### src/gps_config.svh
// Build-time constants for the GPS spreading-code transmitter
`ifndef GPS_CONFIG_SVH
`define GPS_CONFIG_SVH

// Fast clock cycles per C/A chip
`define GPS_CA_DIV 10

// Chips captured per round
`define GPS_CA_LEN 13
`define GPS_P_LEN 128

// Iterations of the Y-code block cipher
`define GPS_PY_ROUNDS 4

// Cipher key as four 32-bit words with the most significant word first
`define GPS_PY_KEY 128'h3C6E_F372_A54F_F53A_510E_527F_9B05_688C

`endif

### src/gps_pkg.sv
// Shared word types, C/A phase-selector tap table and PRN mapping function
`include "gps_config.svh"

package gps_pkg;

   typedef logic [5:0]                       sv_num_t;
   typedef logic [`GPS_CA_LEN-1:0]           ca_word_t;
   typedef logic [`GPS_P_LEN/32-1:0][31:0]   p_block_t;

   typedef logic [3:0] tap_t;

   // G2 stage numbers XORed together for one PRN
   typedef struct packed {
      tap_t tap_a;
      tap_t tap_b;
   } tap_pair_t;

   // Standard phase-selector assignment where entry n serves PRN n
   localparam tap_pair_t CA_TAPS [1:32] = '{
      '{4'd2, 4'd6}, '{4'd3, 4'd7}, '{4'd4, 4'd8},  '{4'd5, 4'd9},
      '{4'd1, 4'd9}, '{4'd2, 4'd10}, '{4'd1, 4'd8}, '{4'd2, 4'd9},
      '{4'd3, 4'd10}, '{4'd2, 4'd3}, '{4'd3, 4'd4}, '{4'd5, 4'd6},
      '{4'd6, 4'd7}, '{4'd7, 4'd8}, '{4'd8, 4'd9},  '{4'd9, 4'd10},
      '{4'd1, 4'd4}, '{4'd2, 4'd5}, '{4'd3, 4'd6},  '{4'd4, 4'd7},
      '{4'd5, 4'd8}, '{4'd6, 4'd9}, '{4'd1, 4'd3},  '{4'd4, 4'd6},
      '{4'd5, 4'd7}, '{4'd6, 4'd8}, '{4'd7, 4'd9},  '{4'd8, 4'd10},
      '{4'd1, 4'd6}, '{4'd2, 4'd7}, '{4'd3, 4'd8},  '{4'd4, 4'd9}
   };

   // Out-of-range satellite numbers fall back to PRN 1
   function automatic logic [5:0] prn_index(input sv_num_t sv);
      if (sv >= 6'd1 && sv <= 6'd32) begin
         return sv;
      end
      return 6'd1;
   endfunction

endpackage

### src/gps_chip_if.sv
// Chip stream bundle between the code generators and the capture stages
`timescale 1ns/1ps

interface gps_chip_if;

   // Restart pulse from the top
   logic round_start;

   // Slow C/A chips that are valid while ca_strobe is high
   logic ca_strobe;
   logic ca_chip;

   // P chips at one per cycle once a round is running
   logic p_strobe;
   logic p_chip;

   modport gen (
      input  round_start,
      output ca_strobe,
      output ca_chip,
      output p_strobe,
      output p_chip
   );

   modport cap (
      input round_start,
      input ca_strobe,
      input ca_chip,
      input p_strobe,
      input p_chip
   );

endinterface

### src/ca_code_gen.sv
// C/A Gold-code generator with G1/G2 registers and satellite phase selection
`timescale 1ns/1ps
`include "gps_config.svh"

module ca_code_gen import gps_pkg::*; (
   input  logic    gps_clk_fast,
   input  logic    rst_n,
   input  sv_num_t sv_num,
   gps_chip_if.gen chips
);

   localparam int DIV_W = (`GPS_CA_DIV > 1) ? $clog2(`GPS_CA_DIV) : 1;

   logic [DIV_W-1:0] div_cnt;
   logic             active;
   sv_num_t          sv_q;
   logic [10:1]      g1;
   logic [10:1]      g2;
   tap_pair_t        taps;

   // PRN is frozen for the whole round
   assign taps = CA_TAPS[prn_index(sv_q)];

   // Output chip comes from the registers before they step
   assign chips.ca_chip = g1[10] ^ g2[taps.tap_a] ^ g2[taps.tap_b];

   always_ff @(posedge gps_clk_fast or negedge rst_n) begin
      if (!rst_n) begin
         div_cnt         <= '0;
         active          <= 1'b0;
         sv_q            <= '0;
         chips.ca_strobe <= 1'b0;
         g1              <= '1;
         g2              <= '1;
      end else if (chips.round_start) begin
         div_cnt         <= '0;
         active          <= 1'b1;
         sv_q            <= sv_num;
         chips.ca_strobe <= 1'b0;
         g1              <= '1;
         g2              <= '1;
      end else begin
         // Both registers advance once per chip strobe
         if (chips.ca_strobe) begin
            g1 <= {g1[9:1], g1[3] ^ g1[10]};
            g2 <= {g2[9:1], g2[2] ^ g2[3] ^ g2[6] ^ g2[8] ^ g2[9] ^ g2[10]};
         end
         // Chip-rate divider
         if (active) begin
            if (div_cnt == DIV_W'(`GPS_CA_DIV - 1)) begin
               div_cnt         <= '0;
               chips.ca_strobe <= 1'b1;
            end else begin
               div_cnt         <= div_cnt + 1'b1;
               chips.ca_strobe <= 1'b0;
            end
         end
      end
   end

endmodule

### src/code_capture.sv
// Chip capture shift register with a parameterized payload type and done pulse
`timescale 1ns/1ps
`include "gps_config.svh"

module code_capture import gps_pkg::*; #(
   parameter int  LEN    = `GPS_P_LEN,
   parameter type word_t = p_block_t
) (
   input  logic    gps_clk_fast,
   input  logic    rst_n,
   gps_chip_if.cap chips,
   input  logic    sel_p,
   output word_t   word,
   output logic    done
);

   localparam int CNT_W = $clog2(LEN + 1);

   logic [LEN-1:0]   sreg;
   logic [CNT_W-1:0] cnt;
   logic             strobe;
   logic             chip;

   // Role of the instance picks the chip pair
   assign strobe = sel_p ? chips.p_strobe : chips.ca_strobe;
   assign chip   = sel_p ? chips.p_chip   : chips.ca_chip;

   assign word = word_t'(sreg);

   always_ff @(posedge gps_clk_fast or negedge rst_n) begin
      if (!rst_n) begin
         sreg <= '0;
         cnt  <= '0;
         done <= 1'b0;
      end else begin
         done <= 1'b0;
         if (chips.round_start) begin
            sreg <= '0;
            cnt  <= '0;
         end else if (strobe && cnt != CNT_W'(LEN)) begin
            // Newest chip lands in bit 0
            sreg <= {sreg[LEN-2:0], chip};
            cnt  <= cnt + 1'b1;
            done <= (cnt == CNT_W'(LEN - 1));
         end
      end
   end

endmodule

### src/gps_tx.sv
// Top level of the GPS spreading-code transmitter
`timescale 1ns/1ps
`include "gps_config.svh"

module gps_tx import gps_pkg::*; (
   input  logic                   gps_clk_fast,
   input  logic                   rst_n,
   input  logic [5:0]             sv_num,
   input  logic                   start_round,
   output logic [`GPS_CA_LEN-1:0] ca_code,
   output logic [`GPS_P_LEN-1:0]  p_code,
   output logic [`GPS_P_LEN-1:0]  py_code,
   output logic                   py_code_valid
);

   logic round_start;
   logic p_done;
   logic cipher_load;

   gps_chip_if chips ();

   // One register stage between the request and the generators
   always_ff @(posedge gps_clk_fast or negedge rst_n) begin
      if (!rst_n) begin
         round_start <= 1'b0;
      end else begin
         round_start <= start_round;
      end
   end

   assign chips.round_start = round_start;

   // No cipher load in a restart cycle
   assign cipher_load = p_done & ~round_start;

   ca_code_gen u_ca_gen (
      .gps_clk_fast (gps_clk_fast),
      .rst_n        (rst_n),
      .sv_num       (sv_num),
      .chips        (chips)
   );

   p_code_gen u_p_gen (
      .gps_clk_fast (gps_clk_fast),
      .rst_n        (rst_n),
      .sv_num       (sv_num),
      .chips        (chips)
   );

   code_capture #(
      .LEN    (`GPS_CA_LEN),
      .word_t (ca_word_t)
   ) u_ca_cap (
      .gps_clk_fast (gps_clk_fast),
      .rst_n        (rst_n),
      .chips        (chips),
      .sel_p        (1'b0),
      .word         (ca_code),
      .done         ()
   );

   code_capture #(
      .LEN    (`GPS_P_LEN),
      .word_t (p_block_t)
   ) u_p_cap (
      .gps_clk_fast (gps_clk_fast),
      .rst_n        (rst_n),
      .chips        (chips),
      .sel_p        (1'b1),
      .word         (p_code),
      .done         (p_done)
   );

   py_cipher u_cipher (
      .gps_clk_fast (gps_clk_fast),
      .rst_n        (rst_n),
      .load         (cipher_load),
      .block_in     (p_code),
      .block_out    (py_code),
      .valid        (py_code_valid)
   );

endmodule

### src/p_code_gen.sv
// P-like chip generator built from two 12-bit Fibonacci LFSRs
`timescale 1ns/1ps

module p_code_gen import gps_pkg::*; (
   input  logic    gps_clk_fast,
   input  logic    rst_n,
   input  sv_num_t sv_num,
   gps_chip_if.gen chips
);

   logic [11:0] x1;
   logic [11:0] x2;
   logic        x1_fb;
   logic        x2_fb;
   logic [11:0] x2_seed;

   // x1 taps 12, 11, 8, 6
   assign x1_fb = x1[11] ^ x1[10] ^ x1[7] ^ x1[5];

   // x2 taps 12, 11, 10, 9, 8, 7, 5, 3, 2, 1
   assign x2_fb = x2[11] ^ x2[10] ^ x2[9] ^ x2[8] ^ x2[7] ^ x2[6]
                ^ x2[4] ^ x2[2] ^ x2[1] ^ x2[0];

   // Satellite number perturbs the low bits of the x2 seed
   assign x2_seed = 12'hFFF ^ {6'b0, sv_num};

   assign chips.p_chip = x1[11] ^ x2[11];

   always_ff @(posedge gps_clk_fast or negedge rst_n) begin
      if (!rst_n) begin
         chips.p_strobe <= 1'b0;
         x1             <= '1;
         x2             <= '1;
      end else if (chips.round_start) begin
         chips.p_strobe <= 1'b1;
         x1             <= '1;
         x2             <= x2_seed;
      end else if (chips.p_strobe) begin
         // Feedback enters at bit 0
         x1 <= {x1[10:0], x1_fb};
         x2 <= {x2[10:0], x2_fb};
      end
   end

endmodule

### src/py_cipher.sv
// Iterative keyed rotate-and-XOR block cipher producing the Y-code block
`timescale 1ns/1ps
`include "gps_config.svh"

module py_cipher import gps_pkg::*; (
   input  logic     gps_clk_fast,
   input  logic     rst_n,
   input  logic     load,
   input  p_block_t block_in,
   output p_block_t block_out,
   output logic     valid
);

   localparam int             W      = $bits(p_block_t);
   localparam int             ROUNDS = `GPS_PY_ROUNDS;
   localparam int             RND_W  = (ROUNDS > 1) ? $clog2(ROUNDS) : 1;
   localparam logic [W-1:0]   KEY    = `GPS_PY_KEY;

   logic [W-1:0]     state;
   logic [W-1:0]     round_out;
   logic [RND_W-1:0] rnd;
   logic             busy;

   function automatic logic [W-1:0] rotl(input logic [W-1:0] x, input int unsigned n);
      return (x << n) | (x >> (W - n));
   endfunction

   // Round key is the key rotated by one word per round
   assign round_out = rotl(state, 13) ^ rotl(KEY, 32 * rnd);

   // Working block
   always_ff @(posedge gps_clk_fast) begin
      if (load) begin
         state <= block_in;
      end else if (busy) begin
         state <= round_out;
      end
   end

   always_ff @(posedge gps_clk_fast or negedge rst_n) begin
      if (!rst_n) begin
         busy      <= 1'b0;
         rnd       <= '0;
         valid     <= 1'b0;
         block_out <= '0;
      end else begin
         valid <= 1'b0;
         if (load) begin
            // A fresh block drops whatever was in flight
            busy <= 1'b1;
            rnd  <= '0;
         end else if (busy) begin
            rnd <= rnd + 1'b1;
            if (rnd == RND_W'(ROUNDS - 1)) begin
               busy      <= 1'b0;
               block_out <= round_out;
               valid     <= 1'b1;
            end
         end
      end
   end

endmodule

### config.mk
export PLATFORM = sky130hd
export DESIGN_NAME = gps_tx
export DESIGN_NICKNAME = d
export VERILOG_FILES = /design/src/gps_pkg.sv /design/src/gps_chip_if.sv /design/src/ca_code_gen.sv /design/src/code_capture.sv /design/src/gps_tx.sv /design/src/p_code_gen.sv /design/src/py_cipher.sv
export VERILOG_INCLUDE_DIRS = /design/src
export SDC_FILE = /design/constraint.sdc
export NUM_CORES = 1
export LEC_CHECK = 0
export ABC_AREA = 1
export CELL_PAD_IN_SITES_DETAIL_PLACEMENT = 1
export CELL_PAD_IN_SITES_GLOBAL_PLACEMENT = 1
export CORE_MARGIN = 3
export CORE_UTILIZATION = 50
export CTS_CLUSTER_SIZE = 25
export DETAILED_ROUTE_END_ITERATION = 12
export DONT_BUFFER_PORTS = 1
export PLACE_DENSITY_LB_ADDON = 0.1
export SYNTH_ARGS = -nofsm -noshare
export SYNTH_HDL_FRONTEND = slang
export SYNTH_SLANG_ARGS = --single-unit
export TNS_END_PERCENT = 5
### constraint.sdc
create_clock -name gps_clk_fast -period 7.7 [get_ports gps_clk_fast]
set_input_delay 0.77 -clock gps_clk_fast [delete_from_list [all_inputs] [get_ports gps_clk_fast]]
set_output_delay 0.77 -clock gps_clk_fast [all_outputs]
set_load 0.03 [all_outputs]
==> run metrics, run 1 <==
status complete, no violations; Die W ~210 µm; nets 2001; initial antenna violation count 0; num rows 72; CP required about 8 ns; overall die height between 200 and 250 µm; clk buf depth 3; post-synthesis sequential area ratio 0.621; Tightest Pin Transition approximately 1.2 ns; Max IR drop VDD 0.000233 V; post-detail-place hpwl approximately 39000 µm; core area between 30000 and 40000 µm²; Main synth FF type dfrtp_1; #FFs+latches synth between 400 and 500; Min Clock Period, post-route between 4 and 5 ns; TritonRoute pass-1 iters 5; Pleak 0.00964 µW; DR vias about 14000; GRT Total Usage 0.277; number of global-route vias before repair roughly 15000; Post-Syn Area around 20000 µm²; share of the synthesized area in the top cell type 0.372; Max Slew Vio Count 0; DIE AREA 42600 µm²; cell area power density between 200 and 250 nW/µm²; Synth top cells by count 542 x nand2_1, 299 x dfrtp_1, 219 x inv_1, 186 x o21ai_0, 140 x o22ai_1; Synth Area per Inst around 10 µm²; Area contributors post-synth dfrtp_1 37%, edfxtp_1 19%, nand2_1 10%; Syn Nets 2044; top routing layer used met4; multi-input combinational cell area 6390 µm²; kind of critical path register to register; TNS Setup 0 ns; Via density approximately 5.6; Ant. Diodes 0; cell taking the most area after synthesis dfrtp_1; crit share post-route 0.583; # fillers about 4300; Clock Latency Late Sink about 0.6 ns; cell family with most CP delay buffers and inverters; cts repair resizes 0; grt ovf 0; Routed WL 59100 µm; clock skew 0.0289 ns; Post-synth EDFFs roughly 130; RSZ-0062 raised after global routing no; wire length on met3 between 5000 and 6000 µm; final hold violation count 0; WL met2 ~29000 µm; GP Congestion around 0.86; largest net degree at the start of global routing 300; placed cell areas approximately 20000 µm²; CP peak stage delay 0.80 ns; design area 22200 µm²; PortBufs 0; H-tree Lvls 2; initial core utilization 0.513; cells after synthesis between 2000 and 2500; crit end category register; share of layout cells above drive strength 1 0.0834; highest clock rate 0.223 GHz; crit-path max FO between 50 and 60; crit start category register; remaining antenna violation count 0; Synth warnings 0; Root Buffer clkbuf_16; CP dominant cell by count nand2_1; CTS buffer count between 50 and 60; IO Pins about 280; Bufs and invs on worst path 3; TritonCTS clock tree done; Arr. time, crit path 5.00 ns; CP Cell Sequence clkinv_1 -> nand2_4 -> nand3_4 -> clkinv_2 -> buf_4 -> nand2_1 -> nand2_1; # setup viols final 0; wire length per cell between 20 and 25 µm; clk slew on worst S/H paths approximately 0.060 ns; clock tree sinks around 470; met1 WL ~23000 µm; DR iter-0 viols around 1100; Final Power around 5300 µW; DRC viols 0; slowest cell on the critical path clkinv_2; most frequent cell after synthesis nand2_1; Worst slew margin 0.224; Worst Hold Class input port to async pin; max_cap viols 0; register area around 12000 µm²; Synth async-reset ratio 0.728; Synth cell types 39; area delta synth->final 10.4%; hold slack roughly 0.070 ns; first-pass GRT wire length ~90000 µm
## per-stage QoR
step,setup WS [ns],utilization,cells
after global routing,2.87,0.566,2532
after global placement,3.37,0.522,2436
after detailed placement,3.24,0.522,2436
after CTS,3.23,0.565,2531
final,3.21,0.566,2532
after floorplan,3.37,-,2016
## cell families after synthesis
kind of cell    count (synthesis)  synth area share
simple gates                  657             0.131
xor+xnor                      133            0.0580
flops                         471             0.621
buf+inv                       336            0.0632
compound gates                400             0.115
fa+ha+maj                      19            0.0118
## per-layer routing
layer  up-vias  global-route usage
met5         -                   0
met4         0              0.0861
met3       103               0.104
met2       378               0.457
met1      7276               0.340
li1       6523                   -
## area by class of cell
class                      count  area share
clock buffer                  71      0.0650
tap                          518      0.0292
timing repair buffer          15     0.00688
inverter                     225      0.0381
clock inverter                23      0.0100
multi-input combinational   1209       0.288
sequential                   471       0.563
## path summary, 6_finish.rpt
check / startpoint / end / slack [ns] / cells past startpoint
worst max-delay path: chips.round_start$_DFF_PN0_ / u_cipher.block_out[25]$_DFFE_PN0P_ / 3.21 / 7
worst min-delay path: rst_n / u_ca_gen.g1[5]$_DFFE_PN1P_ / 0.07 / 0
worst max register to register: chips.round_start$_DFF_PN0_ / u_cipher.block_out[25]$_DFFE_PN0P_ / 3.21 / 7
worst min register to register: u_ca_cap.cnt[3]$_DFFE_PN0P_ / u_ca_cap.cnt[3]$_DFFE_PN0P_ / 0.47 / 1
max in group asynchronous: rst_n / u_ca_cap.cnt[1]$_DFFE_PN0P_ / 6.11 / 2
min in group gps_clk_fast: start_round / chips.round_start$_DFF_PN0_ / 0.23 / 0
## sequential cells by signal (all words and copies together), names as in the netlist, 2 cells and up
| signal | count |
|---|---|
| u_ca_cap.word | 13 |
| u_cipher.state | 128 |
| u_cipher.rnd | 2 |
| u_ca_gen.sv_q | 6 |
| u_ca_gen.div_cnt | 4 |
| u_p_cap.cnt | 8 |
| u_p_cap.word | 128 |
| u_ca_gen.g1 | 10 |
| u_ca_cap.cnt | 4 |
| u_p_gen.x2 | 12 |
| u_cipher.block_out | 128 |
| u_ca_gen.g2 | 10 |
| u_p_gen.x1 | 12 |
## what timing repair did
item                                   in CTS  in global routing
hold buffers                                1                  0
endpoints found under the hold margin     299                  0
setup buffers                               0                  0
## worst register-to-register path: cells and delay by family (launching register included)
| kind | cells | cell delay, ns |
|---|---|---|
| and+or+nand+nor | 4 | 1.62 |
| DFF | 1 | 0.69 |
| buffers and inverters | 3 | 2.13 |
## where the power goes
group / leakage (µW) / internal, µW / total, µW / switching (µW)
Sequential: 0.00542 / 2580 / 2600 / 15.7
Clock: 0.000821 / 1440 / 2450 / 1010
Combinational: 0.00340 / 68.2 / 229 / 160
Total: 0.00964 / 4090 / 5270 / 1180
## cell usage in the layout (no fill, tap or decap), types with 7 or more instances in the layout
cell / synthesis / routed
a21oi_1: 18 / 18
xnor2_1: 82 / 82
o21ai_0: 186 / 186
xor2_1: 51 / 51
clkinv_2: 0 / 12
nand2_1: 542 / 538
dfrtp_1: 299 / 299
nor2_1: 39 / 38
clkbuf_1: 99 / 11
dfstp_2: 44 / 44
nand3_1: 47 / 46
clkbuf_16: 0 / 51
inv_1: 219 / 217
nand4_1: 7 / 7
o21ai_1: 7 / 7
edfxtp_1: 128 / 128
o22ai_1: 140 / 140
buf_4: 0 / 13
clkbuf_8: 0 / 9
ha_1: 19 / 19
a22oi_1: 34 / 34
Power figures use the tool's default switching activity.
==> run 2, diff against run 1 <==
--- a/config.mk
+++ b/config.mk
@@ -6,11 +6,11 @@
 export SDC_FILE = /design/constraint.sdc
 export NUM_CORES = 1
 export LEC_CHECK = 0
-export ABC_AREA = 1
+export ABC_AREA = 0
 export CELL_PAD_IN_SITES_DETAIL_PLACEMENT = 1
 export CELL_PAD_IN_SITES_GLOBAL_PLACEMENT = 1
 export CORE_MARGIN = 3
-export CORE_UTILIZATION = 50
+export CORE_UTILIZATION = 45
 export CTS_CLUSTER_SIZE = 25
 export DETAILED_ROUTE_END_ITERATION = 12
 export DONT_BUFFER_PORTS = 1
==> constraint.sdc (replaced) <==
create_clock -name gps_clk_fast -period 3.7 [get_ports gps_clk_fast]
set_input_delay 0.37 -clock gps_clk_fast [delete_from_list [all_inputs] [get_ports gps_clk_fast]]
set_output_delay 0.37 -clock gps_clk_fast [all_outputs]
set_load 0.03 [all_outputs]
==> run 2 against run 1 <==
- the run now ends with hold timing left
- clock skew down 0.013 ns
- fmax up 31%
- setup slack worse by 2.9 ns
- critical path type unchanged
- largest power group unchanged
==> run metrics, run 2 <==
Worst Hold Class input port to async pin; CP required 4.19 ns (-4.02 ns); post-synthesis sequential area ratio 0.607 (-0.0144); Post-synth EDFFs 128 (unchanged); Synth cell types 68 (+74%); crit start category register; Post-Syn Area 20600 µm² (+2.4%); grt ovf 0 (unchanged); final hold violation count 331 (+331); Main synth FF type dfrtp_1; first-pass GRT wire length 95700 µm (+5.9%); WL met2 30700 µm (+7.0%); clk slew on worst S/H paths 0.07 ns (about the same); share of the synthesized area in the top cell type 0.364 (-0.00865); post-detail-place hpwl 41100 µm (+4.2%); Clock Latency Late Sink 0.60 ns (about the same); clock tree sinks 471 (unchanged); Ant. Diodes 0 (unchanged); most frequent cell after synthesis nand2_1; clock skew 0.0163 ns (-0.0126 ns); cell taking the most area after synthesis dfrtp_1; Synth top cells by count 608 x nand2_1, 299 x dfrtp_1, 211 x o21ai_0, 192 x a21oi_1, 128 x edfxtp_1; share of layout cells above drive strength 1 0.0860 (+0.00254); Critical R2R Capture u_ca_cap.word[0]$_DFFE_PN0P_; initial antenna violation count 0 (unchanged); Setup Buffers After CTS 0 (unchanged); Tightest Pin Transition 1.08 ns (-0.0837 ns); wire length per cell 23.9 µm (+2.6%); nets 2021 (+1.0%); area delta synth->final 10.9%; Post-CTS Hold Buffers 7 (+6); most frequent cells in the layout 606 x nand2_1, 298 x dfrtp_1, 211 x o21ai_0, 192 x a21oi_1, 128 x edfxtp_1; TNS Setup 0 ns (unchanged); Pleak 0.00890 µW (-7.7%); TritonRoute pass-1 iters 4 (-1); wire length on met3 4370 µm (-20%); H-tree Lvls 2 (unchanged); hold slack -0.520 ns (-0.591 ns); DRC viols 0 (unchanged); Min Clock Period, post-route 3.43 ns (-1.06 ns); crit-path max FO 9 (-85%); crit share post-route 0.926 (+0.343); number of global-route vias before repair 15200 (+0.83%); Arr. time, crit path 3.91 ns (-1.09 ns); Die W 220 µm (+6.5%); largest net degree at the start of global routing 344 (+15%); overall die height 220 µm (+6.5%); Synth async-reset ratio 0.728 (unchanged); RSZ-0062 raised after global routing no; max_cap viols 0 (unchanged); reg2reg start u_ca_gen.sv_q[4]$_DFFE_PN0P_; Worst slew margin 0.283 (+0.0587); highest clock rate 0.292 GHz (+31%); num rows 77 (+6.9%); # setup viols final 0 (unchanged); commonest non-fill, non-tap cell in the layout nand2_1; Syn Nets 2072 (+1.4%); TritonCTS clock tree done; Via density 5.56 (-1.5%); status finished with violations; CTS buffer count 51 (unchanged); DR iter-0 viols 1038 (-4.6%); #FFs+latches synth 471 (unchanged); failing checks hold timing; Routed WL 62900 µm (+6.5%); IO Pins 279 (unchanged); initial core utilization 0.460 (-0.0526); Synth Area per Inst 10.1 µm² (+0.98%); remaining antenna violation count 0 (unchanged); Max Slew Vio Count 0 (unchanged); Area contributors post-synth dfrtp_1 36%, edfxtp_1 19%, nand2_1 11%; met1 WL 26300 µm (+14%); cell area power density 472 nW/µm² (+99%); R2R Setup Slk 0.27 ns (-2.94 ns); GP Congestion 0.812 (-5.5%); clk buf depth 3 (unchanged); top routing layer used met4; Max IR drop VDD 0.000355 V (+52%); DIE AREA 48300 µm² (+13%); core area 44700 µm² (+14%); Final Power 10800 µW (+100%); GRT Total Usage 0.261 (-0.0163); Synth warnings 0 (unchanged); PortBufs 0 (unchanged); Root Buffer clkbuf_16; crit end category register; DR vias 14600 (+2.3%); R2R cell count 13 (+6); cells after synthesis 2044 (+1.4%); kind of critical path register to register; cts repair resizes 0 (unchanged)
run 2: changes by cell type after synthesis, sizes merged, moves of 15 or more:
cell / change
nor2: +32
o22ai: -139
o21ai: +20
a22oi: -32
inv: -206
xor2: +25
nand3: -43
a21oi: +172
buf: +15
nand2: +60
clkbuf: +18
mux2i: +42
run 2: through the flow:
stage	utilization	cells	cell area [µm²]	setup slack [ns]
floorplan	-	2044	20600	0.288
global placement	0.472	2525	21100	0.361
detailed placement	0.472	2525	21100	0.268
CTS	0.510	2628	22800	0.229
global route	0.510	2628	22800	0.0398
finish	0.510	2628	22800	0.274
run 2: report_power, final:
group / leakage, µW / total (µW) / internal, µW / switching [µW]
clock network: 0.000796 / 5000 / 2900 / 2110
logic: 0.00268 / 365 / 150 / 214
registers: 0.00542 / 5400 / 5370 / 31.7
run 2: cells by family (layout without fill, tap and decap cells):
family	count (synthesis)	after routing	share of synthesized area
simple gates	739	739	0.144
mux	45	45	0.0221
compound gates	460	460	0.122
buf+inv	163	155	0.0316
flops	471	471	0.607
fa+ha+maj	19	19	0.0116
xor+xnor	147	147	0.0626
run 2: how the worst max path moves through the flow:
stage,end,startpoint
final,u_ca_cap.word[0]$_DFFE_PN0P_,u_ca_gen.sv_q[4]$_DFFE_PN0P_
after global routing,u_ca_cap.word[0]$_DFFE_PN0P_,u_ca_gen.sv_q[4]$_DFFE_PN0P_
after CTS,u_ca_cap.word[0]$_DFFE_PN0P_,u_ca_gen.sv_q[4]$_DFFE_PN0P_
after detailed placement,u_ca_cap.word[0]$_DFFE_PN0P_,u_ca_gen.sv_q[4]$_DFFE_PN0P_
after global placement,u_ca_cap.word[0]$_DFFE_PN0P_,u_ca_gen.sv_q[4]$_DFFE_PN0P_
after floorplan,u_cipher.state[0]$_DFFE_PP_,chips.round_start$_DFF_PN0_
run 2: area by class of cell:
cell class              instances  area, µm²
clock buffers                  83       1530
clock inverters                13        104
fillers                      4868      21900
inverters                      19       71.3
multi-input cells            1410       7500
flip-flops and latches        471      12500
well taps                     592        741
repair buffers                 40        380
run 2: metal layers:
metal / up-vias / global-route usage
li1: 6739 / -
met1: 7464 / 0.337
met2: 298 / 0.435
met3: 102 / 0.0732
met4: 0 / 0.0668
met5: - / 0
run 2: worst max-delay path, stage by stage, from the launching register on:
cell and delay (ns):
dfrtp_1 0.40, nor4_2 0.37, xnor2_1 0.18, nor2_1 0.10
inv_1 0.10, ha_1 0.37, a21boi_2 0.10, a311oi_2 0.36
a21oi_2 0.16, mux2i_1 0.15, o211a_1 0.23, o41ai_1 0.49
o2111ai_1 0.19, o311ai_1 0.10
